==> config.mk <==
export PLATFORM = sky130hd
export DESIGN_NAME = stlb_cfg_regs
export DESIGN_NICKNAME = d
export VERILOG_FILES = /design/src/logic/stlb_pkg.sv /design/src/logic/stlb_cfg_regs.sv
export SDC_FILE = /design/constraint.sdc
export NUM_CORES = 1
export LEC_CHECK = 0
export ABC_AREA = 1
export BUFFER_PORTS_ARGS = -buffer_cell sky130_fd_sc_hd__buf_2
export CORE_MARGIN = 2
export CORE_UTILIZATION = 30
export CTS_CLUSTER_SIZE = 24
export DETAILED_ROUTE_END_ITERATION = 8
export PLACE_DENSITY = 0.56
export SYNTH_ARGS = -nofsm -noshare
export SYNTH_HDL_FRONTEND = slang
export SYNTH_SLANG_ARGS = --single-unit
export TNS_END_PERCENT = 20
==> constraint.sdc <==
create_clock -name clk_i -period 1.5 [get_ports clk_i]
set_input_delay 0.3 -clock clk_i [delete_from_list [all_inputs] [get_ports clk_i]]
set_output_delay 0.3 -clock clk_i [all_outputs]
set_load 0.05 [all_outputs]
==> src/logic/stlb_pkg.sv <==
// shared TLB geometry, tag record and configuration map

package stlb_pkg;

  // fixed geometry
  localparam int STLB_SETS   = 64;
  localparam int STLB_WAYS   = 2;
  localparam int STLB_IDX_W  = 6;                  // log2 of the set count
  localparam int STLB_WAY_W  = $clog2(STLB_WAYS);
  localparam int STLB_ASID_W = 9;

  // one tag entry per way and set
  typedef struct packed {
    logic [STLB_ASID_W-1:0] asid;
    logic [9:0]             vpn1;
    logic [9:0]             vpn0;
    logic                   is_4m;  // superpage, vpn0 not compared
  } stlb_tag_t;

  //////////////////////////////////////////////////////////////
  // configuration register map
  //////////////////////////////////////////////////////////////

  // bit 0 instr translation, bit 1 load/store translation
  localparam logic [1:0] CFG_CTRL  = 2'd0;
  // asid in bits 8:0
  localparam logic [1:0] CFG_ASID  = 2'd1;
  // write 1 to bit 0 to drop every entry
  localparam logic [1:0] CFG_FLUSH = 2'd2;
  // lookups in 31:16, hits in 15:0
  localparam logic [1:0] CFG_STAT  = 2'd3;

endpackage

==> src/logic/stlb_cfg_regs.sv <==
// shared TLB configuration block
// translation enables, asid, flush strobe and lookup/hit counters
`timescale 1ns/1ps

module stlb_cfg_regs
  import stlb_pkg::*;
(
  input  logic                   clk_i,
  input  logic                   arst_n_i,
  input  logic                   cfg_we_i,
  input  logic [1:0]             cfg_addr_i,
  input  logic [31:0]            cfg_wdata_i,
  output logic [31:0]            cfg_rdata_o,
  input  logic                   access_i,    // one lookup result
  input  logic                   hit_i,
  output logic                   tr_en_o,
  output logic                   ldst_en_o,
  output logic [STLB_ASID_W-1:0] asid_o,
  output logic                   flush_o
);

  logic [1:0]             ctrl_q;
  logic [STLB_ASID_W-1:0] asid_q;
  logic [15:0]            lookup_cnt_q;
  logic [15:0]            hit_cnt_q;

  //////////////////////////////////////////////////////////////
  // writable registers
  //////////////////////////////////////////////////////////////

  always_ff @(posedge clk_i or negedge arst_n_i) begin
    if (!arst_n_i) begin
      ctrl_q <= '0;
      asid_q <= '0;
    end else if (cfg_we_i) begin
      if (cfg_addr_i == CFG_CTRL) ctrl_q <= cfg_wdata_i[1:0];
      if (cfg_addr_i == CFG_ASID) asid_q <= cfg_wdata_i[STLB_ASID_W-1:0];
    end
  end

  // valid bits drop at the edge that takes the write
  assign flush_o = cfg_we_i & (cfg_addr_i == CFG_FLUSH) & cfg_wdata_i[0];

  // wrapping statistics
  always_ff @(posedge clk_i or negedge arst_n_i) begin
    if (!arst_n_i) begin
      lookup_cnt_q <= '0;
      hit_cnt_q    <= '0;
    end else begin
      if (access_i) lookup_cnt_q <= lookup_cnt_q + 16'd1;
      if (hit_i)    hit_cnt_q    <= hit_cnt_q + 16'd1;
    end
  end

  always_comb begin : read_mux
    case (cfg_addr_i)
      CFG_CTRL: cfg_rdata_o = {30'd0, ctrl_q};
      CFG_ASID: cfg_rdata_o = {{(32-STLB_ASID_W){1'b0}}, asid_q};
      CFG_STAT: cfg_rdata_o = {lookup_cnt_q, hit_cnt_q};
      default:  cfg_rdata_o = '0;  // flush reads as zero
    endcase
  end

  assign tr_en_o   = ctrl_q[0];
  assign ldst_en_o = ctrl_q[1];
  assign asid_o    = asid_q;

endmodule

==> results.md <==
- Summing every instance area after synthesis gives 0.00237 mm².
- The global-route congestion overflow total is 0.
- The combined area of the multi-input logic cells is 0.00107 mm².
- No sink is reached through more buffers than the 2 on the longest clock path.
- The total of flip-flops plus latches after synthesis is 43.
- For this block, the initial DRC count from the detailed router was 94.
- For this run, design rule violations remaining after detail routing come to 0.
- The tightest hold path in the finished design has a slack of 227 ps.
- The end of the worst register-to-register path is hit_cnt_q[8].
- The post-layout total power is 4.12 mW.
- Registers take 0.00108 mm².
- In the layout the commonest cells are nand2_1 (86), inv_1 (49), nor2_1 (45).
- The number of hold violations in the final report is 0.
- The aggregate negative setup slack is 0 ps.
- The starting density of the core is 30.8%.
- The kind of critical path is flip-flop to output pin.
- The global routing usage summed across all routing layers is 13.9%.
- The number of max-cap violations is 0.
- Counting the fill cells in the layout gives 848.
- The terminating pin of the worst hold path is asid_o[8].
- The average detailed-routed wire length per instance is 11.5 µm.
- The worst pin sits at a relative slew slack of 74.8%.
- 83 I/O pins were placed.
- The worst register-to-register path begins at hit_cnt_q[0].
- Setup violations remaining at the end of the flow were counted as 0.
- The initial antenna violation count is 0.
- The number of I/O port buffers is 59.
- Sequential cells were found to cover 45.5% of the synthesized design area.
- The leading cell type in the layout, fill and taps excluded is nand2_1.
- The arrival time at the worst endpoint is 1150 ps.
- The layout net count is 429.
- Clock tree synthesis selected as its root buffer the cell clkbuf_8.
- TritonCTS built the clock tree.
- IR analysis of the VDD net gives a maximum drop of 0.000586 V.
- The max-slew violation count was 0.
- The clock sink count is 43.
- After technology mapping, the gate count stands at 320.
- The routed design has 5620 µm of wire.
- Counting every net in the synthesized netlist gives 361.
- The depth of the worst register-to-register path is 6.
- Data on the critical path is required at its endpoint by 1200 ps.
- The H-tree was split into 2 levels.
- The launch point of the worst hold path is cfg_wdata_i[8].
- For the pin with the worst max-slew slack, the measured transition is 378 ps.
- The die footprint is 0.00861 mm².
- The number of warning messages in the yosys log is 0.
- The static leakage is 1.64 nW.
- The post-route minimum period is 1450 ps.
- After detailed routing, the number of vias per cell comes to 4.46.
- Counting instances, the worst hold path has a depth of 3.
- The final critical path takes up 96.8% of the cycle.
- Entering global routing, the biggest net connects 44 pins.
- The maximum clock skew at final layout is 6.17 ps.
- The largest fanout on the critical path is 5.
- Setup slack on the worst reg-to-reg path comes out at 140 ps.
- The TritonCTS buffer count is 5.
- The standard cell core area is 0.00769 mm².
- In this run the remaining antenna-violating nets after routing total 0.
- The average cell area after synthesis is 7.39 µm².
- Detailed placement ended at an HPWL of 4230 µm.
- The row count is 32.
- The weighted congestion reported at the end of routability-driven placement is 0.805.
- The run finished with clean final reports.
- Clock-pin slew was measured on the worst setup and hold paths at 80 ps.
- The unique cell type count in the Yosys netlist is 23.
- STA classifies the critical path endpoint as an output pin.
- The layout-stage area growth over the synthesis result is 28.9%.
- The die extent in y is 92.8 µm.
- The number of global-route vias before repair is 2104.
- The peak clock frequency supported by timing is 0.689 GHz.
- In this run the power density over the cells is 1350 mW/mm².
- For this run, the detailed router's first-pass iteration total came to 4.
- The routed layout has 2192 vias.
- The repair_antennas step left the layout with diodes totalling 0.
- The worst setup path is launched from a flip-flop.
- For the worst-skew pair, the clock arrives at the later sink with an insertion delay of 300 ps.
- The first global-routing pass estimated 9650 µm of wire.
- The share of cells above drive strength 1 is 23.9%.
- The worst hold path belongs to the class input port to flip-flop.
- The die width is 92.8 µm.
- Setup repair after global routing could not meet its margin everywhere.
cells in the mapped netlist:
cell,count,share of area [%]
buf_2,4,0.85
buf_4,1,0.32
clkbuf_1,2,0.32
dfrtp_1,43,45
ha_1,2,1.1
inv_1,52,8.2
inv_2,1,0.16
nand2_1,86,14
nand2_2,3,0.79
nand3_1,26,5.5
nand3_2,1,0.42
nand4_1,9,2.4
nor2_1,46,7.3
nor2_2,2,0.53
nor2_4,1,0.48
nor2b_1,1,0.26
nor3_1,5,1.1
nor3_2,1,0.42
nor3_4,1,0.69
o211ai_1,1,0.32
o21ai_0,10,2.1
o21ai_1,3,0.63
xor2_1,19,7.0
stage by stage:
step                      instance area [µm²]  worst slack (ps)  std cells  util [%]
after floorplan                          2370              -123        320         -
after global placement                   2820             -22.9        480      36.6
after detailed placement                 2820             -20.5        480      36.6
after CTS                                2940              2.16        489      38.2
after global routing                     3050             -20.0        491      39.7
final                                    3050              48.3        491      39.7
where the power goes:
| part | switching, mW | internal, mW |
|---|---|---|
| logic | 1.12 | 0.509 |
| clock network | 0.406 | 0.328 |
| registers | 0.314 | 1.44 |
| total | 1.84 | 2.28 |
worst max-delay path, stage by stage (launching register included):
cell and delay, ps:
dfrtp_1 440, inv_1 60, o21ai_1 170, buf_6 180
final cells by class:
class | count | share of cell area, %
Tap cell | 102 | 4.19
Clock inverter | 1 | 0.164
Clock buffer | 7 | 2.50
Timing Repair Buffer | 68 | 16.0
Multi-Input combinational cell | 217 | 35.1
Inverter | 53 | 6.61
Sequential cell | 43 | 35.4
cell families (layout without fill, tap and decap cells):
| kind of cell | Yosys count | after routing | synth area share [%] |
|---|---|---|---|
| and+or+nand+nor | 182 | 182 | 33.5 |
| DFF | 43 | 43 | 45.5 |
| AOI/OAI and AO/OA | 14 | 14 | 3.07 |
| adders and majority gates | 2 | 2 | 1.06 |
| xor gates and xnor gates | 19 | 19 | 7.03 |
| buffers and inverters | 60 | 129 | 9.89 |
metal layers:
layer	vias up	share of wire (%)	track usage [%]
met5	-	0	0
met3	5	5.4	3.58
met2	50	45	22.3
met4	0	1.4	4.04
met1	1020	48	18.6
li1	1117	-	-
registers in the layout, indices dropped and copies added (netlist names):
| register | cells |
|---|---|
| hit_cnt_q | 16 |
| ctrl_q | 2 |
| lookup_cnt_q | 16 |
| asid_o | 9 |
timing repair:
item                                    4_1_cts  5_1_grt
hold buffers                                  1        0
setup buffers                                 0        2
resized for setup                            11       51
endpoints found under the hold margin        43        0
pin swaps                                     0        2
endpoints found under the setup margin        7       30
worst max path at each step:
stage                          from              end  slack (ps)  depth (start not counted)
CTS                   cfg_addr_i[0]  cfg_rdata_o[17]           2                          5
floorplan             cfg_addr_i[0]  cfg_rdata_o[10]        -120                          4
detailed placement    cfg_addr_i[0]   cfg_rdata_o[2]         -20                          5
finish                 hit_cnt_q[4]   cfg_rdata_o[4]          50                          3
global placement      cfg_addr_i[0]   cfg_rdata_o[2]         -20                          5
global route        lookup_cnt_q[8]  cfg_rdata_o[24]         -20                          3
Power figures use the tool's default switching activity.
