### src/logic/stlb_pkg.sv
// shared TLB geometry, tag record and configuration map

package stlb_pkg;

  // fixed geometry
  localparam int STLB_SETS   = 64;
  localparam int STLB_WAYS   = 2;
  localparam int STLB_IDX_W  = 6;                  // log2 of the set count
  localparam int STLB_WAY_W  = $clog2(STLB_WAYS);
  localparam int STLB_ASID_W = 9;

  // one tag entry per way and set
  typedef struct packed {
    logic [STLB_ASID_W-1:0] asid;
    logic [9:0]             vpn1;
    logic [9:0]             vpn0;
    logic                   is_4m;  // superpage, vpn0 not compared
  } stlb_tag_t;

  //////////////////////////////////////////////////////////////
  // configuration register map
  //////////////////////////////////////////////////////////////

  // bit 0 instr translation, bit 1 load/store translation
  localparam logic [1:0] CFG_CTRL  = 2'd0;
  // asid in bits 8:0
  localparam logic [1:0] CFG_ASID  = 2'd1;
  // write 1 to bit 0 to drop every entry
  localparam logic [1:0] CFG_FLUSH = 2'd2;
  // lookups in 31:16, hits in 15:0
  localparam logic [1:0] CFG_STAT  = 2'd3;

endpackage

### src/logic/sv32_pkg.sv
// sv32 architectural types
// virtual address with page and set decodes, and the leaf PTE layout

package sv32_pkg;

  //////////////////////////////////////////////////////////////
  // virtual address
  //////////////////////////////////////////////////////////////

  // page-table view of the address
  typedef struct packed {
    logic [9:0]  vpn1;
    logic [9:0]  vpn0;
    logic [11:0] offset;
  } sv32_page_t;

  // shared TLB view, set index is the low six vpn bits
  typedef struct packed {
    logic [13:0] tag;
    logic [5:0]  idx;     // vaddr[17:12]
    logic [11:0] offset;
  } sv32_set_t;

  typedef union packed {
    sv32_page_t page;
    sv32_set_t  set;
  } sv32_vaddr_u;

  //////////////////////////////////////////////////////////////
  // page table entry
  //////////////////////////////////////////////////////////////

  typedef struct packed {
    logic [21:0] ppn;
    logic [1:0]  rsw;   // reserved for software
    logic        d;
    logic        a;
    logic        g;     // global mapping, matches any asid
    logic        u;
    logic        x;
    logic        w;
    logic        r;
    logic        v;
  } sv32_pte_t;

endpackage

### src/logic/stlb_ram_if.sv
// storage port bundle shared by lookup, fill and the tag/PTE store
// read side is owned by lookup, write side by fill
`timescale 1ns/1ps

interface stlb_ram_if
  import stlb_pkg::*, sv32_pkg::*;
();

  // read port
  logic                                rd_en;
  logic [STLB_IDX_W-1:0]               rd_idx;
  stlb_tag_t [STLB_WAYS-1:0]           rd_tag;
  sv32_pte_t [STLB_WAYS-1:0]           rd_pte;
  logic [STLB_WAYS-1:0]                rd_valid;
  logic                                rd_ok;    // read really happened last cycle

  // write port
  logic [STLB_WAYS-1:0]                wr_way_oh;
  logic [STLB_IDX_W-1:0]               wr_idx;
  stlb_tag_t                           wr_tag;
  sv32_pte_t                           wr_pte;
  logic [STLB_WAYS-1:0]                set_valid;  // valid bits at wr_idx, comb

  modport lookup (
    output rd_en, rd_idx,
    input  rd_tag, rd_pte, rd_valid, rd_ok
  );

  modport fill (
    output wr_way_oh, wr_idx, wr_tag, wr_pte,
    input  set_valid
  );

  modport store (
    input  rd_en, rd_idx, wr_way_oh, wr_idx, wr_tag, wr_pte,
    output rd_tag, rd_pte, rd_valid, rd_ok, set_valid
  );

endinterface

### src/logic/stlb_lookup.sv
// shared TLB lookup
// arbitrates first-level misses, reads one set and builds the refill record
`timescale 1ns/1ps

module stlb_lookup
  import stlb_pkg::*, sv32_pkg::*;
(
  input  logic                   clk_i,
  input  logic                   arst_n_i,
  input  logic                   tr_en_i,
  input  logic                   ldst_en_i,
  input  logic [STLB_ASID_W-1:0] asid_i,
  input  logic                   itlb_access_i,
  input  logic                   itlb_hit_i,
  input  logic [31:0]            itlb_vaddr_i,
  input  logic                   dtlb_access_i,
  input  logic                   dtlb_hit_i,
  input  logic [31:0]            dtlb_vaddr_i,
  stlb_ram_if.lookup             ram,
  output logic                   itlb_upd_valid_o,
  output logic [19:0]            itlb_upd_vpn_o,
  output logic [STLB_ASID_W-1:0] itlb_upd_asid_o,
  output logic                   itlb_upd_is_4m_o,
  output sv32_pte_t              itlb_upd_pte_o,
  output logic                   dtlb_upd_valid_o,
  output logic [19:0]            dtlb_upd_vpn_o,
  output logic [STLB_ASID_W-1:0] dtlb_upd_asid_o,
  output logic                   dtlb_upd_is_4m_o,
  output sv32_pte_t              dtlb_upd_pte_o,
  output logic                   itlb_miss_o,
  output logic                   dtlb_miss_o,
  output logic                   access_o,
  output logic                   hit_o,
  output logic [31:0]            vaddr_o,
  output logic                   itlb_req_o
);

  sv32_vaddr_u            req_va;
  sv32_vaddr_u            vaddr_q;
  logic                   access_q;
  logic                   itlb_req_q;
  logic [STLB_ASID_W-1:0] asid_q;
  logic [STLB_WAYS-1:0]   way_hit;
  logic                   hit;
  stlb_tag_t              hit_tag;
  sv32_pte_t              hit_pte;

  //////////////////////////////////////////////////////////////
  // miss arbitration, data side first
  //////////////////////////////////////////////////////////////

  assign itlb_miss_o = tr_en_i & itlb_access_i & ~itlb_hit_i & ~dtlb_access_i;
  assign dtlb_miss_o = ldst_en_i & dtlb_access_i & ~dtlb_hit_i;

  assign req_va     = itlb_miss_o ? itlb_vaddr_i : dtlb_vaddr_i;
  assign ram.rd_en  = itlb_miss_o | dtlb_miss_o;
  assign ram.rd_idx = req_va.set.idx;

  always_ff @(posedge clk_i or negedge arst_n_i) begin
    if (!arst_n_i) begin
      access_q   <= 1'b0;
      itlb_req_q <= 1'b0;
      vaddr_q    <= '0;
      asid_q     <= '0;
    end else begin
      access_q   <= ram.rd_en;
      itlb_req_q <= itlb_miss_o;
      if (ram.rd_en) begin
        vaddr_q <= req_va;
        asid_q  <= asid_i;
      end
    end
  end

  //////////////////////////////////////////////////////////////
  // tag compare on the RAM outputs
  //////////////////////////////////////////////////////////////

  always_comb begin : tag_compare
    way_hit = '0;
    for (int w = 0; w < STLB_WAYS; w++) begin
      way_hit[w] = ram.rd_valid[w]
                 & (ram.rd_tag[w].vpn1 == vaddr_q.page.vpn1)
                 & ((ram.rd_tag[w].asid == asid_q) | ram.rd_pte[w].g)
                 & (ram.rd_tag[w].is_4m | (ram.rd_tag[w].vpn0 == vaddr_q.page.vpn0));
    end
  end

  // displaced reads report a miss
  assign hit = access_q & ram.rd_ok & (|way_hit);

  always_comb begin : way_select
    hit_tag = ram.rd_tag[0];
    hit_pte = ram.rd_pte[0];
    for (int w = STLB_WAYS-1; w >= 0; w--) begin
      if (way_hit[w]) begin
        hit_tag = ram.rd_tag[w];
        hit_pte = ram.rd_pte[w];
      end
    end
  end

  // refill records, idle fields held at zero
  assign itlb_upd_valid_o = hit & itlb_req_q;
  assign itlb_upd_vpn_o   = itlb_upd_valid_o ? {vaddr_q.page.vpn1, vaddr_q.page.vpn0} : '0;
  assign itlb_upd_asid_o  = itlb_upd_valid_o ? asid_q : '0;
  assign itlb_upd_is_4m_o = itlb_upd_valid_o & hit_tag.is_4m;
  assign itlb_upd_pte_o   = itlb_upd_valid_o ? hit_pte : '0;

  assign dtlb_upd_valid_o = hit & ~itlb_req_q;
  assign dtlb_upd_vpn_o   = dtlb_upd_valid_o ? {vaddr_q.page.vpn1, vaddr_q.page.vpn0} : '0;
  assign dtlb_upd_asid_o  = dtlb_upd_valid_o ? asid_q : '0;
  assign dtlb_upd_is_4m_o = dtlb_upd_valid_o & hit_tag.is_4m;
  assign dtlb_upd_pte_o   = dtlb_upd_valid_o ? hit_pte : '0;

  assign access_o   = access_q;
  assign hit_o      = hit;
  assign vaddr_o    = vaddr_q;
  assign itlb_req_o = itlb_req_q;

endmodule

### src/flat_wrapper.sv
// flat-port wrapper written by rule: the top's interface ports become plain ports
module stlb_lookup_flat import stlb_pkg::*, sv32_pkg::*;
  (clk_i, arst_n_i, tr_en_i, ldst_en_i, asid_i, itlb_access_i, itlb_hit_i, itlb_vaddr_i, dtlb_access_i, dtlb_hit_i, dtlb_vaddr_i, itlb_upd_valid_o, itlb_upd_vpn_o, itlb_upd_asid_o, itlb_upd_is_4m_o, itlb_upd_pte_o, dtlb_upd_valid_o, dtlb_upd_vpn_o, dtlb_upd_asid_o, dtlb_upd_is_4m_o, dtlb_upd_pte_o, itlb_miss_o, dtlb_miss_o, access_o, hit_o, vaddr_o, itlb_req_o, ram_rd_en, ram_rd_idx, ram_rd_tag, ram_rd_pte, ram_rd_valid, ram_rd_ok);
  stlb_ram_if ram_i ();
  input  logic clk_i;
  input  logic arst_n_i;
  input  logic tr_en_i;
  input  logic ldst_en_i;
  input  logic [STLB_ASID_W-1:0] asid_i;
  input  logic itlb_access_i;
  input  logic itlb_hit_i;
  input  logic [31:0] itlb_vaddr_i;
  input  logic dtlb_access_i;
  input  logic dtlb_hit_i;
  input  logic [31:0] dtlb_vaddr_i;
  output logic itlb_upd_valid_o;
  output logic [19:0] itlb_upd_vpn_o;
  output logic [STLB_ASID_W-1:0] itlb_upd_asid_o;
  output logic itlb_upd_is_4m_o;
  output sv32_pte_t itlb_upd_pte_o;
  output logic dtlb_upd_valid_o;
  output logic [19:0] dtlb_upd_vpn_o;
  output logic [STLB_ASID_W-1:0] dtlb_upd_asid_o;
  output logic dtlb_upd_is_4m_o;
  output sv32_pte_t dtlb_upd_pte_o;
  output logic itlb_miss_o;
  output logic dtlb_miss_o;
  output logic access_o;
  output logic hit_o;
  output logic [31:0] vaddr_o;
  output logic itlb_req_o;
  output wire logic [$bits(ram_i.rd_en)-1:0] ram_rd_en;
  output wire logic [$bits(ram_i.rd_idx)-1:0] ram_rd_idx;
  input wire logic [$bits(ram_i.rd_tag)-1:0] ram_rd_tag;
  input wire logic [$bits(ram_i.rd_pte)-1:0] ram_rd_pte;
  input wire logic [$bits(ram_i.rd_valid)-1:0] ram_rd_valid;
  input wire logic [$bits(ram_i.rd_ok)-1:0] ram_rd_ok;
  assign ram_rd_en = ram_i.rd_en;
  assign ram_rd_idx = ram_i.rd_idx;
  assign ram_i.rd_tag = ram_rd_tag;
  assign ram_i.rd_pte = ram_rd_pte;
  assign ram_i.rd_valid = ram_rd_valid;
  assign ram_i.rd_ok = ram_rd_ok;
  stlb_lookup u_core (.clk_i(clk_i), .arst_n_i(arst_n_i), .tr_en_i(tr_en_i), .ldst_en_i(ldst_en_i), .asid_i(asid_i), .itlb_access_i(itlb_access_i), .itlb_hit_i(itlb_hit_i), .itlb_vaddr_i(itlb_vaddr_i), .dtlb_access_i(dtlb_access_i), .dtlb_hit_i(dtlb_hit_i), .dtlb_vaddr_i(dtlb_vaddr_i), .ram(ram_i), .itlb_upd_valid_o(itlb_upd_valid_o), .itlb_upd_vpn_o(itlb_upd_vpn_o), .itlb_upd_asid_o(itlb_upd_asid_o), .itlb_upd_is_4m_o(itlb_upd_is_4m_o), .itlb_upd_pte_o(itlb_upd_pte_o), .dtlb_upd_valid_o(dtlb_upd_valid_o), .dtlb_upd_vpn_o(dtlb_upd_vpn_o), .dtlb_upd_asid_o(dtlb_upd_asid_o), .dtlb_upd_is_4m_o(dtlb_upd_is_4m_o), .dtlb_upd_pte_o(dtlb_upd_pte_o), .itlb_miss_o(itlb_miss_o), .dtlb_miss_o(dtlb_miss_o), .access_o(access_o), .hit_o(hit_o), .vaddr_o(vaddr_o), .itlb_req_o(itlb_req_o));
endmodule
### config.mk
export PLATFORM = sky130hd
export DESIGN_NAME = stlb_lookup_flat
export DESIGN_NICKNAME = d
export VERILOG_FILES = /design/src/logic/stlb_pkg.sv /design/src/logic/sv32_pkg.sv /design/src/logic/stlb_ram_if.sv /design/src/logic/stlb_lookup.sv /design/src/flat_wrapper.sv
export SDC_FILE = /design/constraint.sdc
export NUM_CORES = 1
export LEC_CHECK = 0
export ABC_AREA = 1
export ABC_CLOCK_PERIOD_IN_PS = 1800
export BUFFER_PORTS_ARGS = -buffer_cell sky130_fd_sc_hd__buf_4
export CAP_MARGIN = 25
export CORE_AREA = 2 2 146 148
export CTS_CLUSTER_DIAMETER = 40
export DETAILED_ROUTE_END_ITERATION = 8
export DIE_AREA = 0 0 148 150
export SLEW_MARGIN = 20
export SYNTH_ARGS = -nofsm -noshare
export SYNTH_HDL_FRONTEND = slang
export SYNTH_SLANG_ARGS = --single-unit
### constraint.sdc
create_clock -name clk_i -period 1.8 [get_ports clk_i]
set_input_delay 0.18 -clock clk_i [delete_from_list [all_inputs] [get_ports clk_i]]
set_output_delay 0.18 -clock clk_i [all_outputs]
set_load 0.05 [all_outputs]
==> impl_metrics.env <==
export IMPL_critPathCaptureType="output port"
export IMPL_pin_count=378
export IMPL_drtIter0Drc=219
export IMPL_violations="setup timing"
export IMPL_syn_instance_count=796
export IMPL_hold_viol_final=0
export IMPL_vias=6648
export IMPL_reg2reg_setup_slack_ps=850
export IMPL_cp_start_kind="flop"
export IMPL_yosys_top_cells_area="dfrtp_1 25%, nand2_1 21%, nor2_1 16%, inv_1 11%, nand3_1 5.2%"
export IMPL_r2r_start="u_core.vaddr_o[31]$_DFFE_PN0P_"
export IMPL_portBuffers=377
export IMPL_r2r_end="u_core.vaddr_o[31]$_DFFE_PN0P_"
export IMPL_async_flop_share=1.00
export IMPL_grt_usage=0.192
export IMPL_tns_ps=-95180
export IMPL_coreArea_sq_um=20700
export IMPL_dp_slack_ps=-613
export IMPL_clock_sink_count=43
export IMPL_syn_area_sq_um=4390
export IMPL_status="finished with violations"
export IMPL_max_freq_mhz=385
export IMPL_crit_end="dtlb_upd_vpn_o[18]"
export IMPL_yosysSeqAreaShare=0.245
export IMPL_crit_arrival_ps=2420
export IMPL_synth_distinct_cells=26
export IMPL_max_cap_violations=0
export IMPL_cp_max_fo=8
export IMPL_floorplan_initialDensity=0.212
export IMPL_cp_top_family="simple AND/OR/NAND/NOR gates"
export IMPL_dp_hpwl_um=18000
export IMPL_htreeDepth=2
export IMPL_cp_required_ps=1620
export IMPL_dieArea_sq_um=22200
export IMPL_place_inst=1474
export IMPL_wirelength_um=24900
export IMPL_drive_gt1_frac=0.595
export IMPL_tightestPinTransition_ps=861
export IMPL_slew_headroom=0.424
export IMPL_die_y_um=150
export IMPL_numCtsBuffers=5
export IMPL_insertedDiodeCount=0
export IMPL_gp_congestion=0.898
export IMPL_setup_worst_path_start="u_core.vaddr_o[31]$_DFFE_PN0P_"
export IMPL_critPathMaxStageDelay_ps=490
export IMPL_nets=1448
export IMPL_r2r_cells=3
export IMPL_synth_most_common_cell="nand2_1"
export IMPL_area_growth_pct=144
export IMPL_grt_max_degree=44
export IMPL_avgSynthCellArea_sq_um=5.51
export IMPL_period_share=1.44
export IMPL_postPlaceCellArea_sq_um=8710
export IMPL_grt_pass1_vias=6128
export IMPL_power_density_nw_per_um2=487
export IMPL_crit_path_top_delay_cell="dfrtp_2"
export IMPL_synth_top_area_frac=0.245
export IMPL_grt_overflow_total=0
export IMPL_cts_clk_slew_worst_paths_ps=60
export IMPL_final_antenna_net_count=0
export IMPL_yosysTopAreaCell="dfrtp_1"
export IMPL_rsz0062_at_grt="true"
export IMPL_yosysWarnings=0
export IMPL_cts_root_buf="clkbuf_16"
export IMPL_dr_pass1_iters=4
export IMPL_cts_buffer_depth=2
export IMPL_grt_pass1_wl_um=33200
export IMPL_drcViolationCount=0
export IMPL_path_buf_inv=3
export IMPL_via_per_inst=4.39
export IMPL_critical_path_depth=12
export IMPL_routedWlPerCell_um=16.4
export IMPL_die_w_um=148
export IMPL_cp_cell_sequence="xnor2_2 -> nand3_1 -> nor2_1 -> nand2_1 -> nor2_2 -> nand3_2 -> nand2_4 -> nand3_4 -> buf_12 -> buf_16 -> nor2_4 -> buf_6"
export IMPL_ys_seq_elements=43
export IMPL_setup_viol=127
export IMPL_syn_num_nets=1004
export IMPL_ys_flop_type="dfrtp_1"
export IMPL_clkLatencyLatePin_ps=290
export IMPL_layout_cells_non_filler=1516
export IMPL_min_path_type="input pin to flop"
export IMPL_setup_ws_ps=-800
export IMPL_antenna_found_initial=0
export IMPL_path_class="flop to output port"
export IMPL_synth_common_cells="250 x nand2_1, 184 x nor2_1, 126 x inv_1"
export IMPL_final_area_sq_um=10700
export IMPL_cts_tree="yes"
export IMPL_period_needed_ps=2600
export IMPL_skew_ps=0
export IMPL_power_mw=5.21
export IMPL_p_leak_nw=5.27
export IMPL_vdd_drop_max_mv=0.450
export IMPL_drv_slew=0
export IMPL_post_route_util=0.516
export IMPL_num_rows=53
export IMPL_synth_enable_flop_cells=0
export IMPL_hold_worst_slack_ps=99.9
[layer usage]
| metal | track usage | share of wire | up-vias |
|---|---|---|---|
| li1 | - | - | 3290 |
| met1 | 0.227 | 0.40 | 3040 |
| met2 | 0.360 | 0.52 | 283 |
| met3 | 0.0287 | 0.059 | 35 |
| met4 | 0.0562 | 0.021 | 0 |
| met5 | 0 | 0 | - |
[state kept, by name, indices dropped and copies added, names as in the netlist]
name,cells
u_core.asid_q,9
u_core.access_o,1
u_core.itlb_req_o,1
u_core.vaddr_o,32
[power breakdown]
part / switching, mW / total (mW) / internal, mW
registers: 0.227 / 1.39 / 1.16
logic: 1.62 / 2.76 / 1.14
clock network: 0.404 / 1.06 / 0.655
total: 2.25 / 5.21 / 2.96
[cell type report]
cell class | count | area [sq um]
timing repair buffer | 479 | 4730
clock inverter | 3 | 43.8
tap | 275 | 344
multi-input combinational | 578 | 3820
sequential | 43 | 1100
fill | 1970 | 10000
inverter | 133 | 519
clock buffer | 5 | 125
[worst min-delay path by stage]
stage | startpoint | to | slack [ps] | cells past startpoint
6_report | asid_i[5] | u_core.asid_q[5]$_DFFE_PN0P_ | 100 | 3
3_5_place_dp | arst_n_i | u_core.vaddr_o[0]$_DFFE_PN0P_ | 220 | 1
4_1_cts | asid_i[2] | u_core.asid_q[2]$_DFFE_PN0P_ | 90 | 3
2_1_floorplan | arst_n_i | u_core.access_o$_DFF_PN0_ | -120 | 0
5_1_grt | asid_i[5] | u_core.asid_q[5]$_DFFE_PN0P_ | 110 | 3
3_3_place_gp | arst_n_i | u_core.asid_q[3]$_DFFE_PN0P_ | 220 | 1
[worst reg2reg max path: stages (launching register included)]
cell	delay, ps
dfrtp_2	480
buf_4	160
nor2_1	40
a31oi_1	190
[what timing repair did]
action	4_1_cts	5_1_grt
endpoints found under the hold margin	43	0
endpoints found under the setup margin	127	127
gates resized for setup	171	145
pin swaps	3	31
gates cloned	5	13
hold buffers	1	0
buffers inserted	6	9
[cells in the final DEF, fill, tap and decap left out, types with 2 or more instances in the layout]
cell and count:
nand2_4 18, nand3_2 11, buf_16 8, clkinvlp_4 2, nand3_4 2, o21ai_2 2, nand4_1 9, xnor2_1 14
o21ai_1 3, nor2_4 125, clkinv_4 2, nor2_1 53, a31oi_1 26, nand2_1 193, nor2_2 7, buf_4 313
o21ai_0 24, nand2_2 40, buf_6 101, nand3_1 36, buf_12 13, dfrtp_2 20, clkbuf_16 16, inv_4 3
inv_1 111, buf_8 32, xor2_1 7, dfrtp_1 23, inv_2 16
[kinds of logic after synthesis]
group           count (synthesis)  share of synthesized area
compound gates                 59                     0.0758
buf+inv                       175                      0.179
simple gates                  496                      0.454
flops                          43                      0.245
xor+xnor                       23                     0.0459
No activity file was read; power rests on OpenSTA's default activity.
