$ cat config.mk
export PLATFORM = sky130hd
export DESIGN_NAME = stlb_fill_flat
export DESIGN_NICKNAME = d
export VERILOG_FILES = /design/src/logic/stlb_pkg.sv /design/src/logic/sv32_pkg.sv /design/src/logic/stlb_ram_if.sv /design/src/logic/stlb_fill.sv /design/src/flat_wrapper.sv
export SDC_FILE = /design/constraint.sdc
export NUM_CORES = 1
export LEC_CHECK = 0
export BUFFER_PORTS_ARGS = -buffer_cell sky130_fd_sc_hd__buf_2
export CAP_MARGIN = 20
export CELL_PAD_IN_SITES_DETAIL_PLACEMENT = 0
export CELL_PAD_IN_SITES_GLOBAL_PLACEMENT = 2
export CORE_UTILIZATION = 12
export CTS_BUF_LIST = sky130_fd_sc_hd__clkbuf_8
export CTS_CLUSTER_DIAMETER = 40
export DETAILED_ROUTE_END_ITERATION = 12
export PLACE_DENSITY = 0.89
export REMOVE_ABC_BUFFERS = 1
export SLEW_MARGIN = 10
export SYNTH_ARGS = -nofsm -noshare
export SYNTH_HDL_FRONTEND = slang
export SYNTH_SLANG_ARGS = --single-unit
$ cat constraint.sdc
create_clock -name clk_i -period 1.15 [get_ports clk_i]
set_input_delay 0.23 -clock clk_i [delete_from_list [all_inputs] [get_ports clk_i]]
set_output_delay 0.23 -clock clk_i [all_outputs]
set_load 0.05 [all_outputs]
$ cat src/logic/stlb_pkg.sv
// shared TLB geometry, tag record and configuration map

package stlb_pkg;

  // fixed geometry
  localparam int STLB_SETS   = 64;
  localparam int STLB_WAYS   = 2;
  localparam int STLB_IDX_W  = 6;                  // log2 of the set count
  localparam int STLB_WAY_W  = $clog2(STLB_WAYS);
  localparam int STLB_ASID_W = 9;

  // one tag entry per way and set
  typedef struct packed {
    logic [STLB_ASID_W-1:0] asid;
    logic [9:0]             vpn1;
    logic [9:0]             vpn0;
    logic                   is_4m;  // superpage, vpn0 not compared
  } stlb_tag_t;

  //////////////////////////////////////////////////////////////
  // configuration register map
  //////////////////////////////////////////////////////////////

  // bit 0 instr translation, bit 1 load/store translation
  localparam logic [1:0] CFG_CTRL  = 2'd0;
  // asid in bits 8:0
  localparam logic [1:0] CFG_ASID  = 2'd1;
  // write 1 to bit 0 to drop every entry
  localparam logic [1:0] CFG_FLUSH = 2'd2;
  // lookups in 31:16, hits in 15:0
  localparam logic [1:0] CFG_STAT  = 2'd3;

endpackage

$ cat src/logic/sv32_pkg.sv
// sv32 architectural types
// virtual address with page and set decodes, and the leaf PTE layout

package sv32_pkg;

  //////////////////////////////////////////////////////////////
  // virtual address
  //////////////////////////////////////////////////////////////

  // page-table view of the address
  typedef struct packed {
    logic [9:0]  vpn1;
    logic [9:0]  vpn0;
    logic [11:0] offset;
  } sv32_page_t;

  // shared TLB view, set index is the low six vpn bits
  typedef struct packed {
    logic [13:0] tag;
    logic [5:0]  idx;     // vaddr[17:12]
    logic [11:0] offset;
  } sv32_set_t;

  typedef union packed {
    sv32_page_t page;
    sv32_set_t  set;
  } sv32_vaddr_u;

  //////////////////////////////////////////////////////////////
  // page table entry
  //////////////////////////////////////////////////////////////

  typedef struct packed {
    logic [21:0] ppn;
    logic [1:0]  rsw;   // reserved for software
    logic        d;
    logic        a;
    logic        g;     // global mapping, matches any asid
    logic        u;
    logic        x;
    logic        w;
    logic        r;
    logic        v;
  } sv32_pte_t;

endpackage

$ cat src/logic/stlb_ram_if.sv
// storage port bundle shared by lookup, fill and the tag/PTE store
// read side is owned by lookup, write side by fill
`timescale 1ns/1ps

interface stlb_ram_if
  import stlb_pkg::*, sv32_pkg::*;
();

  // read port
  logic                                rd_en;
  logic [STLB_IDX_W-1:0]               rd_idx;
  stlb_tag_t [STLB_WAYS-1:0]           rd_tag;
  sv32_pte_t [STLB_WAYS-1:0]           rd_pte;
  logic [STLB_WAYS-1:0]                rd_valid;
  logic                                rd_ok;    // read really happened last cycle

  // write port
  logic [STLB_WAYS-1:0]                wr_way_oh;
  logic [STLB_IDX_W-1:0]               wr_idx;
  stlb_tag_t                           wr_tag;
  sv32_pte_t                           wr_pte;
  logic [STLB_WAYS-1:0]                set_valid;  // valid bits at wr_idx, comb

  modport lookup (
    output rd_en, rd_idx,
    input  rd_tag, rd_pte, rd_valid, rd_ok
  );

  modport fill (
    output wr_way_oh, wr_idx, wr_tag, wr_pte,
    input  set_valid
  );

  modport store (
    input  rd_en, rd_idx, wr_way_oh, wr_idx, wr_tag, wr_pte,
    output rd_tag, rd_pte, rd_valid, rd_ok, set_valid
  );

endinterface

$ cat src/logic/stlb_fill.sv
// shared TLB fill path
// picks the victim way and drives the write strobes from the walker
`timescale 1ns/1ps

module stlb_fill
  import stlb_pkg::*, sv32_pkg::*;
(
  input  logic                   clk_i,
  input  logic                   arst_n_i,
  input  logic                   fill_valid_i,
  input  logic [19:0]            fill_vpn_i,
  input  logic [STLB_ASID_W-1:0] fill_asid_i,
  input  logic                   fill_is_4m_i,
  input  sv32_pte_t              fill_pte_i,
  stlb_ram_if.fill               ram
);

  logic [7:0]            lfsr_q;
  logic                  lfsr_fb;
  logic                  all_valid;
  logic [STLB_WAY_W-1:0] inv_way;
  logic [STLB_WAY_W-1:0] repl_way;

  // lowest numbered free way
  always_comb begin : first_invalid
    inv_way   = '0;
    all_valid = 1'b1;
    for (int w = STLB_WAYS-1; w >= 0; w--) begin
      if (!ram.set_valid[w]) begin
        inv_way   = STLB_WAY_W'(w);
        all_valid = 1'b0;
      end
    end
  end

  //////////////////////////////////////////////////////////////
  // random victim, x^8 + x^6 + x^5 + x^4 + 1
  //////////////////////////////////////////////////////////////

  assign lfsr_fb = lfsr_q[7] ^ lfsr_q[5] ^ lfsr_q[4] ^ lfsr_q[3];

  always_ff @(posedge clk_i or negedge arst_n_i) begin
    if (!arst_n_i) begin
      lfsr_q <= 8'h01;
    end else if (fill_valid_i && all_valid) begin  // only on evictions
      lfsr_q <= {lfsr_q[6:0], lfsr_fb};
    end
  end

  assign repl_way = all_valid ? lfsr_q[STLB_WAY_W-1:0] : inv_way;

  // write side
  assign ram.wr_way_oh = fill_valid_i ? (STLB_WAYS'(1) << repl_way) : '0;
  assign ram.wr_idx    = fill_vpn_i[STLB_IDX_W-1:0];
  assign ram.wr_tag    = '{asid:  fill_asid_i,
                           vpn1:  fill_vpn_i[19:10],
                           vpn0:  fill_vpn_i[9:0],
                           is_4m: fill_is_4m_i};
  assign ram.wr_pte    = fill_pte_i;

endmodule

$ cat src/flat_wrapper.sv
// flat-port wrapper written by rule: the top's interface ports become plain ports
module stlb_fill_flat import stlb_pkg::*, sv32_pkg::*;
  (clk_i, arst_n_i, fill_valid_i, fill_vpn_i, fill_asid_i, fill_is_4m_i, fill_pte_i, ram_wr_way_oh, ram_wr_idx, ram_wr_tag, ram_wr_pte, ram_set_valid);
  stlb_ram_if ram_i ();
  input  logic clk_i;
  input  logic arst_n_i;
  input  logic fill_valid_i;
  input  logic [19:0] fill_vpn_i;
  input  logic [STLB_ASID_W-1:0] fill_asid_i;
  input  logic fill_is_4m_i;
  input  sv32_pte_t fill_pte_i;
  output wire logic [$bits(ram_i.wr_way_oh)-1:0] ram_wr_way_oh;
  output wire logic [$bits(ram_i.wr_idx)-1:0] ram_wr_idx;
  output wire logic [$bits(ram_i.wr_tag)-1:0] ram_wr_tag;
  output wire logic [$bits(ram_i.wr_pte)-1:0] ram_wr_pte;
  input wire logic [$bits(ram_i.set_valid)-1:0] ram_set_valid;
  assign ram_wr_way_oh = ram_i.wr_way_oh;
  assign ram_wr_idx = ram_i.wr_idx;
  assign ram_wr_tag = ram_i.wr_tag;
  assign ram_wr_pte = ram_i.wr_pte;
  assign ram_i.set_valid = ram_set_valid;
  stlb_fill u_core (.clk_i(clk_i), .arst_n_i(arst_n_i), .fill_valid_i(fill_valid_i), .fill_vpn_i(fill_vpn_i), .fill_asid_i(fill_asid_i), .fill_is_4m_i(fill_is_4m_i), .fill_pte_i(fill_pte_i), .ram(ram_i));
endmodule
==> results of run 1 <==
cell usage in the layout (no fill, tap or decap), drive strengths merged, types with 2 or more instances in the layout:
cell / synthesis / final
inv: 2 / 3
mux2: 7 / 7
dfrtp: 7 / 7
o21ai: 2 / 2
xnor2: 3 / 3
clkbuf: 0 / 3
buf: 68 / 8
per-stage QoR:
step	setup TNS [ns]	hold slack, ns	instances
global placement	-0.0688	0.0792	130
CTS	-0.360	0.372	135
global route	-0.413	0.401	135
finish	-0.345	0.370	135
detailed placement	-0.0954	0.0822	130
floorplan	-0.326	-0.0656	26
where the power goes:
group / internal [uW] / switching, uW
clock network: 232 / 116
logic: 138 / 103
registers: 366 / 45.6
total: 736 / 265
worst max-delay path: cells and delay by family, from the launching register on:
family	cells	cell delay, ns
and+or+nand+nor	1	0.14
DFF	1	0.53
AOI/OAI and AO/OA	1	0.06
buffers and inverters	1	0.14
area by class of cell:
type	count	area [sq um]	share of cell area
multi-input combinational	16	155	0.258
tap	96	120	0.200
inverter	2	7.51	0.0125
clock inverter	1	3.75	0.00625
clock buffer	3	41.3	0.0687
timing repair buffer	9	71.3	0.119
sequential	8	201	0.335
worst max path at each step:
stage	cells after the start	to	slack, ns
finish	3	ram_wr_way_oh[0]	-0.18
detailed placement	3	ram_wr_way_oh[0]	-0.07
CTS	3	ram_wr_way_oh[1]	-0.19
global placement	3	ram_wr_way_oh[0]	-0.06
floorplan	2	ram_wr_way_oh[1]	-0.33
global route	3	ram_wr_way_oh[1]	-0.21
repair_timing:
| action | in CTS | in global routing |
|---|---|---|
| endpoints found under the setup margin | 2 | 2 |
| gates resized for setup | 7 | 2 |
| pin swaps | 1 | 1 |
| hold buffers | 1 | 0 |
| endpoints found under the hold margin | 7 | 0 |
cell families (layout without fill, tap and decap cells):
family / after synthesis / in the layout / share of synthesized area
buf+inv: 70 / 15 / 0.597
mux: 7 / 7 / 0.0909
simple gates: 4 / 4 / 0.0375
compound gates: 2 / 2 / 0.0115
flops: 8 / 8 / 0.232
xor+xnor: 3 / 3 / 0.0303
synthesized netlist by cell type (all sizes together):
library cell / n
nor2: 1
nand2: 1
mux2: 7
o21ai: 2
inv: 2
nand3: 1
buf: 68
dfrtp: 7
xnor2: 3
and2: 1
dfstp: 1
layer usage:
layer / wire (microns) / share of wire / GRT usage / vias to the layer above
met5: 54 / 0.010 / 0.0909 / -
met4: 61 / 0.011 / 0.0212 / 2
met3: 2320 / 0.44 / 0.276 / 6
met2: 1700 / 0.32 / 0.147 / 100
met1: 1180 / 0.22 / 0.0933 / 165
li1: - / - / - / 114
==> out/metrics.cfg, run 1 <==
[run_status]
outcome=finished, violations left
violations=setup timing

[min_path]
hold_start=ram_set_valid[0]
hold_end=u_core.lfsr_q[0]$_DFFE_PN1P_
whs_path_depth=3
hold_path_class=in -> reg

[floorplanning]
start_util=0.126
ios=137
die_area_sq_um=7570
die_x_microns=87.0
core_area_sq_um=6870
num_rows=30
die_y_microns=87.0

[placement]
place_ws_ns=-0.0681
io_buffer_count=6
dpl-instance-area_sq_um=522
place_congestion=0.795

[setup_path]
cp_slowest_cell=dfstp_2
cp-startpoint=u_core.lfsr_q[0]$_DFFE_PN1P_
r2r-end=u_core.lfsr_q[0]$_DFFE_PN1P_
path_class=reg -> out
cp_max_fo=2
cp.required_ns=0.92
startpoint_type=flop
setup.worst_path.end_class=output pin
cp.arrival_ns=1.10
r2r_cells=3
rrSetupSlack_ns=0.24
path_cells=o21ai_2, and2_4, buf_8
r2r-start=u_core.lfsr_q[5]$_DFFE_PN0P_
critPathMaxStageDelay_ns=0.53

[sta]
period_share=1.15
tightest_slew_ns=0.189
fin_crit_ns=1.33
timing.fmax_mhz=754
hold_viol_final=0
max_slew_margin=0.874
setup_violations=2
fin_ws_ns=-0.176
drv_slew=0
clock_skew_ns=0.00499
rsz0062_at_grt=true

[clock_network]
cts_made_buffers=3
cts_sinks=8
clk_latency_ns=0.23
path_clk_slew_ns=0.04
cts_tree=yes
clock_path_buffers=2
cts_root_buffer=clkbuf_8
postCtsSetupBuffers=0
ctsHtreeMaxLevel=1

[logic_synthesis]
yosys.area.top_type=buf_4
synth_top_cell_area_share=0.589
synth.avg_cell_area_sq_um=9.22
synthTopCellsByArea=buf_4 (59%), dfrtp_1 (20%), mux2_2 (9.1%)
ys_warn_count=0
ys_seq_elements=8
syn_inst=94
yosysSeqAreaShare=0.232
ys_types=11
netlist_area_sq_um=867

[final_layout]
largest-register=u_core.lfsr_q
finish.utilization=0.0874
largest_reg_flops=8
nets=107
final_area_sq_um=601
drive_gt1_frac=0.590
top_regs=u_core.lfsr_q: 8 flops
n_antenna_cell=0
area.growth.synth_to_final_pct=-30.7
nFillCells=804

[global_route]
grt_pass1_vias=378
grt_pass1_wl_mm=6.00
grt_max_degree=10
track_usage=0.137
antenna_found_initial=0
gr-total-overflow=0

[power_and_ir_drop]
leakage_uw=0.000245
irDropWorstVdd_mv=0.299
p_per_area_nw_per_um2=1670
power_uw=1000

[route]
wire_per_inst_microns=39.3
finalWirelength_mm=5.31
vias_per_cell=2.87
drtIter0Drc=10
drc=0
routed-via-count=387
drtPass1Iterations=6
ant_nets=0

[job]
cap_viol_max_count=0

Note: power is estimated with default switching activity, not from simulation.
==> inputs of run 2 (changes only) <==
--- a/config.mk
+++ b/config.mk
@@ -5,14 +5,14 @@
 export SDC_FILE = /design/constraint.sdc
 export NUM_CORES = 1
 export LEC_CHECK = 0
-export BUFFER_PORTS_ARGS = -buffer_cell sky130_fd_sc_hd__buf_2
 export CAP_MARGIN = 20
 export CELL_PAD_IN_SITES_DETAIL_PLACEMENT = 0
 export CELL_PAD_IN_SITES_GLOBAL_PLACEMENT = 2
-export CORE_UTILIZATION = 12
+export CORE_UTILIZATION = 27
 export CTS_BUF_LIST = sky130_fd_sc_hd__clkbuf_8
 export CTS_CLUSTER_DIAMETER = 40
 export DETAILED_ROUTE_END_ITERATION = 12
+export DONT_BUFFER_PORTS = 1
 export PLACE_DENSITY = 0.89
 export REMOVE_ABC_BUFFERS = 1
 export SLEW_MARGIN = 10
==> run 2 against run 1 <==
Effect of this change: the run still ends with setup timing left; die area is 55% lower; first-iteration DRC count grew to 4.1 times the previous value; clock skew is essentially flat; sequential share of layout area grew 7.5 points; setup slack better by 0.0027 ns; sequential power barely moved; cell area down 18%; final cell count down 43%; register-to-register slack lost 0.05 ns; via count up 2.8%; global-route usage increased by 16 points; critical path type unchanged.
==> out/metrics.cfg, run 2 (synthesis results as in run 1) <==
[route]
drtPass1Iterations=4  ; -2
wire_per_inst_microns=67.1  ; +71%
vias_per_cell=5.17  ; +80%
finalWirelength_mm=5.17  ; -2.7%
drtIter0Drc=41  ; +31
ant_nets=0  ; unchanged
routed-via-count=398  ; +2.8%
drc=0  ; unchanged

[setup_path]
path_cells=o21ai_2, nor2_1, buf_6
setup.worst_path.end_class=output pin
cp_slowest_cell=dfstp_2
r2r-start=u_core.lfsr_q[4]$_DFFE_PN0P_
cp_max_fo=2  ; unchanged
r2r-end=u_core.lfsr_q[0]$_DFFE_PN1P_
cp.required_ns=0.92  ; about the same
startpoint_type=flop
critPathMaxStageDelay_ns=0.53  ; about the same
path_class=reg -> out
r2r_cells=3  ; unchanged
rrSetupSlack_ns=0.19  ; -0.05 ns
cp.arrival_ns=1.09  ; about the same

[final_layout]
drive_gt1_frac=0.485  ; -0.105
largest_reg_flops=8  ; unchanged
finish.utilization=0.161  ; +0.0732
nets=101  ; -5.6%
top_regs=u_core.lfsr_q: 8 flops
largest-register=u_core.lfsr_q
nFillCells=344  ; -57%
final_cell_mix=mux2_2 (7), dfrtp_1 (7), inv_1 (3), xnor2_1 (3), clkbuf_8 (3)
n_antenna_cell=0  ; unchanged
area.growth.synth_to_final_pct=-43.4
final_area_sq_um=490  ; -18%

[min_path]
whs_path_depth=2  ; -1
hold_end=u_core.lfsr_q[0]$_DFFE_PN1P_
hold_path_class=in -> reg
hold_start=ram_set_valid[1]

[global_route]
track_usage=0.295  ; +0.157
antenna_found_initial=0  ; unchanged
gr-total-overflow=0  ; unchanged
grt_max_degree=10  ; unchanged
grt_pass1_vias=360  ; -4.8%
grt_pass1_wl_mm=5.72  ; -4.7%

[clock_network]
clk_latency_ns=0.23  ; about the same
cts_tree=yes
path_clk_slew_ns=0.04  ; about the same
cts_sinks=8  ; unchanged
clock_path_buffers=2  ; unchanged
ctsHtreeMaxLevel=1  ; unchanged
cts_root_buffer=clkbuf_8
cts_made_buffers=3  ; unchanged

[sta]
setup_violations=2  ; unchanged
rsz0062_at_grt=true
drv_slew=0  ; unchanged
fin_ws_ns=-0.174  ; +0.00268 ns
clock_skew_ns=0.00479  ; -0.000197 ns
timing.fmax_mhz=756  ; +0.20%
period_share=1.15  ; -0.00233
max_slew_margin=0.738  ; -0.137
fin_crit_ns=1.32  ; -0.00268 ns
hold_viol_final=0  ; unchanged
tightest_slew_ns=0.392  ; +0.204 ns

[floorplanning]
die_x_microns=58.7  ; -33%
start_util=0.284  ; +0.158
die_area_sq_um=3440  ; -55%
die_y_microns=58.7  ; -33%
ios=137  ; unchanged
core_area_sq_um=3050  ; -56%
num_rows=20  ; -33%

[placement]
place_congestion=1.03  ; +30%
io_buffer_count=0  ; -6
dpl-instance-area_sq_um=419  ; -20%
hpwl_mm=4.92

[run_status]
violations=setup timing
outcome=finished, violations left

[power_and_ir_drop]
irDropWorstVdd_mv=0.279  ; -6.9%
power_uw=974  ; -2.7%
p_per_area_nw_per_um2=1990  ; +19%
leakage_uw=0.000218  ; -11%

[job]
cap_viol_max_count=0  ; unchanged

[run 2: cell count changes in the layout (fill, tap and decap cells not counted)]
| cell | change |
|---|---|
| nor2_1 | +1 |
| buf_8 | -1 |
| buf_2 | -4 |
| buf_4 | -1 |
| nor2_2 | -1 |
[run 2: report_power, final]
group	internal [uW]	switching [uW]	total, uW	leakage (uW)
clock	231	114	346	0.0000269
sequential	366	48.3	415	0.000107
combinational	119	94.8	214	0.0000842
total	717	257	974	0.000218
[run 2: per-stage QoR]
stage                     hold WS [ns]  TNS, ns  setup slack [ns]  cells
after floorplan                -0.0656   -0.326            -0.326     26
after global placement         -0.0653        0           0.00804     71
after detailed placement       -0.0654        0           0.00669     71
after CTS                        0.229   -0.274            -0.191     77
after global routing             0.246   -0.314            -0.215     77
final                            0.231   -0.250            -0.174     77
[run 2: final cells by class]
cell class / instances / area, sq um / area share
multi-input cells: 16 / 153 / 0.311
well taps: 44 / 55.1 / 0.112
clock inverters: 1 / 3.75 / 0.00765
repair buffers: 3 / 28.8 / 0.0587
flip-flops and latches: 8 / 201 / 0.411
inverters: 2 / 7.51 / 0.0153
clock buffers: 3 / 41.3 / 0.0842
[run 2: what timing repair did]
action	4_1_cts	5_1_grt
hold buffers	1	0
endpoints found under the hold margin	8	0
setup buffers	1	0
gates resized for setup	4	0
endpoints found under the setup margin	2	2
pin swaps	2	1
[run 2: layer usage]
metal,GRT usage,up-vias,share of wire
li1,-,103,-
met1,0.0361,164,0.056
met2,0.616,121,0.58
met3,0.466,10,0.33
met4,0.0850,0,0.037
met5,0,-,0
[run 2: worst max-delay path: cells and delay by family, from the launching register on]
| family | cells | cell delay [ns] |
|---|---|---|
| compound gates | 1 | 0.06 |
| buf+inv | 1 | 0.17 |
| flops | 1 | 0.53 |
| simple gates | 1 | 0.11 |
[run 2: worst max path at each step]
| stage | start | to | slack, ns | cells after the start |
|---|---|---|---|---|
| 6_report | u_core.lfsr_q[0]$_DFFE_PN1P_ | ram_wr_way_oh[1] | -0.17 | 3 |
| 5_1_grt | u_core.lfsr_q[0]$_DFFE_PN1P_ | ram_wr_way_oh[1] | -0.22 | 3 |
| 4_1_cts | u_core.lfsr_q[0]$_DFFE_PN1P_ | ram_wr_way_oh[1] | -0.19 | 3 |
| 3_5_place_dp | u_core.lfsr_q[0]$_DFFE_PN1P_ | ram_wr_way_oh[0] | 0.007 | 2 |
| 3_3_place_gp | u_core.lfsr_q[0]$_DFFE_PN1P_ | ram_wr_way_oh[0] | 0.008 | 2 |
| 2_1_floorplan | u_core.lfsr_q[0]$_DFFE_PN1P_ | ram_wr_way_oh[1] | -0.33 | 2 |
==> inputs of run 3 (changes only) <==
--- a/config.mk
+++ b/config.mk
@@ -5,6 +5,7 @@
 export SDC_FILE = /design/constraint.sdc
 export NUM_CORES = 1
 export LEC_CHECK = 0
+export ABC_AREA = 1
 export CAP_MARGIN = 20
 export CELL_PAD_IN_SITES_DETAIL_PLACEMENT = 0
 export CELL_PAD_IN_SITES_GLOBAL_PLACEMENT = 2
@@ -13,7 +14,7 @@
 export CTS_CLUSTER_DIAMETER = 40
 export DETAILED_ROUTE_END_ITERATION = 12
 export DONT_BUFFER_PORTS = 1
-export PLACE_DENSITY = 0.89
+export PLACE_DENSITY_LB_ADDON = 0.1
 export REMOVE_ABC_BUFFERS = 1
 export SLEW_MARGIN = 10
 export SYNTH_ARGS = -nofsm -noshare
==> run 3 against run 2 <==
Effect of this change: the run still ends with setup timing left; setup slack got worse by 0.018 ns; fmax fell by 1.3%; final cell count rose by 38%; flip-flop and latch count did not move; register-to-register slack improved by 0.04 ns; clock-buffer cell count did not move; combinational power rose by 44%; via count rose by 30%; synthesized area rose by 5.9%; critical path type unchanged; largest cell class unchanged.
==> out/metrics.cfg, run 3 <==
[global_route]
grt_pass1_vias=507  ; +41%
grtUsageMet3=0.478  ; +0.0124
track_usage=0.312  ; +0.0170
use_met1=0.0860  ; +0.0500
grt.met2_usage=0.549  ; -0.0663
grt_max_degree=9  ; -1
antenna_found_initial=0  ; unchanged
grt.busiest_layer=met2
grt_pass1_wl_mm=6.47  ; +13%
gr-total-overflow=0  ; unchanged

[clock_network]
cts_tree=yes
path_clk_slew_ns=0.04  ; about the same
cts_sinks=8  ; unchanged
ctsHtreeMaxLevel=1  ; unchanged
cts_root_buffer=clkbuf_8
clk_latency_ns=0.23  ; about the same
clock_path_buffers=2  ; unchanged
cts_made_buffers=3  ; unchanged

[route]
drtIter0Drc=26  ; -37%
vias_per_cell=4.90  ; -5.3%
drtPass1Iterations=4  ; unchanged
wire_per_inst_microns=53.2  ; -21%
ant_nets=0  ; unchanged
finalWirelength_mm=5.64  ; +9.2%
drc=0  ; unchanged
routed-via-count=519  ; +30%

[setup_path]
startpoint_type=flop
cp.arrival_ns=1.11  ; +0.02 ns
path_class=reg -> out
cp_slowest_cell=dfstp_2
cp.required_ns=0.92  ; about the same
setup.worst_path.end_class=output pin
critPathMaxStageDelay_ns=0.54  ; about the same
cp_max_fo=2  ; unchanged
cp-startpoint=u_core.lfsr_q[0]$_DFFE_PN1P_
r2r-start=u_core.lfsr_q[5]$_DFFE_PN0P_
crit_buf_inv=1  ; unchanged
path_cells=o21ai_2, nor2_1, buf_6
crit_family=flip-flops

[job]
cap_viol_max_count=0  ; unchanged

[final_layout]
nFillCells=373  ; +8.4%
finish.utilization=0.181  ; +0.0205
nets=130  ; +29%
final_cell_mix=nand2_1 (24), inv_1 (8), dfrtp_1 (7)
largest-register=u_core.lfsr_q
drive_gt1_frac=0.242  ; -0.243
n_antenna_cell=0  ; unchanged
largest_reg_flops=8  ; unchanged
layout_commonest_cell=nand2_1
area.growth.synth_to_final_pct=-38.3
top_regs=u_core.lfsr_q: 8 flops

[sta]
fin_ws_ns=-0.191  ; -0.0178 ns
period_share=1.17  ; +0.0155
fin_crit_ns=1.34  ; +0.0178 ns
max_slew_margin=0.713  ; -0.0246
clock_skew_ns=0.00216  ; -0.00263 ns
drv_slew=0  ; unchanged
timing.fmax_mhz=745  ; -1.3%
setup_violations=2  ; unchanged
tightest_slew_ns=0.429  ; +0.0368 ns
holdWs_ns=0.293  ; +0.0623 ns
hold_viol_final=0  ; unchanged
rsz0062_at_grt=true

[power_and_ir_drop]
leakage_uw=0.000276  ; +27%
combPwrFrac=0.278  ; +0.058
p_sw_uw=367  ; +42%
switching_share=0.330  ; +0.0657
power_uw=1110  ; +14%
clkPwrFrac=0.324  ; -0.031
power_frac_seq=0.398  ; -0.027
p_per_area_nw_per_um2=1960  ; -1.3%
internal-power_uw=745  ; +3.8%
irDropWorstVdd_mv=0.824  ; +200%

[min_path]
hold_start=ram_set_valid[1]
hold_path_class=in -> reg

[run_status]
outcome=finished, violations left
violations=setup timing

[logic_synthesis]
yosysSeqAreaShare=0.219  ; -0.0130
yosys-top-cells-count=buf_4 (68), nand2_1 (24), dfrtp_1 (7), inv_1 (7), o21ai_0 (4)
ys_warn_count=0  ; unchanged
synth.avg_cell_area_sq_um=7.59  ; -18%
ys_seq_elements=8  ; unchanged
netlist_area_sq_um=918  ; +5.9%
synth-async-reset-ratio=1.00  ; unchanged
syn_inst=121  ; +29%
yosysMostFrequentCell=buf_4
synth_top_cell_area_share=0.556  ; -0.0329
synth_edf_count=0  ; unchanged
ys_types=14  ; +3
synthTopCellsByArea=buf_4 (56%), dfrtp_1 (19%), nand2_1 (9.8%)
yosys.area.top_type=buf_4
synth_ff_type=dfrtp_1

[floorplanning]
start_util=0.294  ; +0.00958
ios=137  ; unchanged
die_y_microns=60.3  ; +2.8%
core_area_sq_um=3130  ; +2.5%
num_rows=20  ; unchanged
die_area_sq_um=3640  ; +5.7%
die_x_microns=60.3  ; +2.8%

[placement]
io_buffer_count=0  ; unchanged
place_congestion=0.918  ; -11%
hpwl_mm=5.33  ; +8.3%

## run 3: cell count changes after synthesis, sizes merged
cell,change
mux2,-7
buf,+1
o21ai,+4
nor2,+3
xnor2,-3
nand2,+24
inv,+5
## run 3: stage by stage
stage	worst slack [ns]	instance area (sq um)	cells	TNS [ns]
finish	-0.191	567	106	-0.381
global route	-0.224	567	106	-0.436
CTS	-0.200	563	106	-0.386
detailed placement	-0.0126	494	100	-0.0126
global placement	0.00581	494	100	0
floorplan	-0.341	397	52	-0.399
## run 3: timing repair
item                                    4_1_cts  5_1_grt
hold buffers                                  1        0
endpoints found under the hold margin         8        0
pin swaps                                     2        1
resized for setup                             3        1
endpoints found under the setup margin        2        2
buffers inserted                              1        0
## run 3: final cells by class
class | count | area [sq um] | share of cell area
multi-input combinational | 37 | 175 | 0.309
inverter | 7 | 26.3 | 0.0464
clock buffer | 3 | 41.3 | 0.0728
timing repair buffer | 6 | 63.8 | 0.113
sequential | 8 | 201 | 0.355
tap | 44 | 55.1 | 0.0971
clock inverter | 1 | 3.75 | 0.00662
## run 3: logic make-up after synthesis
group,count (synthesis),synth area share
flip-flops,8,0.219
AND/OR/NAND/NOR,31,0.147
buffers and inverters,76,0.597
AO/OA/AOI/OAI,6,0.0368
## run 3: layer usage
layer / vias to the layer above / part of all wire / wire, microns
li1: 179 / - / -
met1: 203 / 0.097 / 549
met2: 113 / 0.52 / 2930
met3: 24 / 0.32 / 1790
met4: 0 / 0.066 / 370
met5: - / 0 / 0
## run 3: worst min-delay path: stages
cell and delay (ns):
nand2_2 0.07, nor2_4 0.07, nand2_1 0.06, nand2_1 0.05
## run 3: final timing paths
check                      slack [ns]  depth (start not counted)                           end
max                             -0.19                          3              ram_wr_way_oh[1]
min reg2reg                      0.47                          2  u_core.lfsr_q[1]$_DFFE_PN0P_
min in group asynchronous        0.37                          1  u_core.lfsr_q[6]$_DFFE_PN0P_
min                              0.29                          4  u_core.lfsr_q[1]$_DFFE_PN0P_
max in group asynchronous        0.45                          1  u_core.lfsr_q[0]$_DFFE_PN1P_
max reg2reg                      0.23                          6  u_core.lfsr_q[0]$_DFFE_PN1P_
## run 3: power groups by stage
| stage | Sequential (uW) | Clock (uW) | Combinational, uW |
|---|---|---|---|
| final | 442 | 360 | 308 |
| after global routing | 451 | 393 | 354 |
| after global placement | 441 | 0 | 279 |
| after detailed placement | 440 | 0 | 273 |
| after CTS | 438 | 371 | 311 |
| after floorplan | 425 | 0 | 188 |
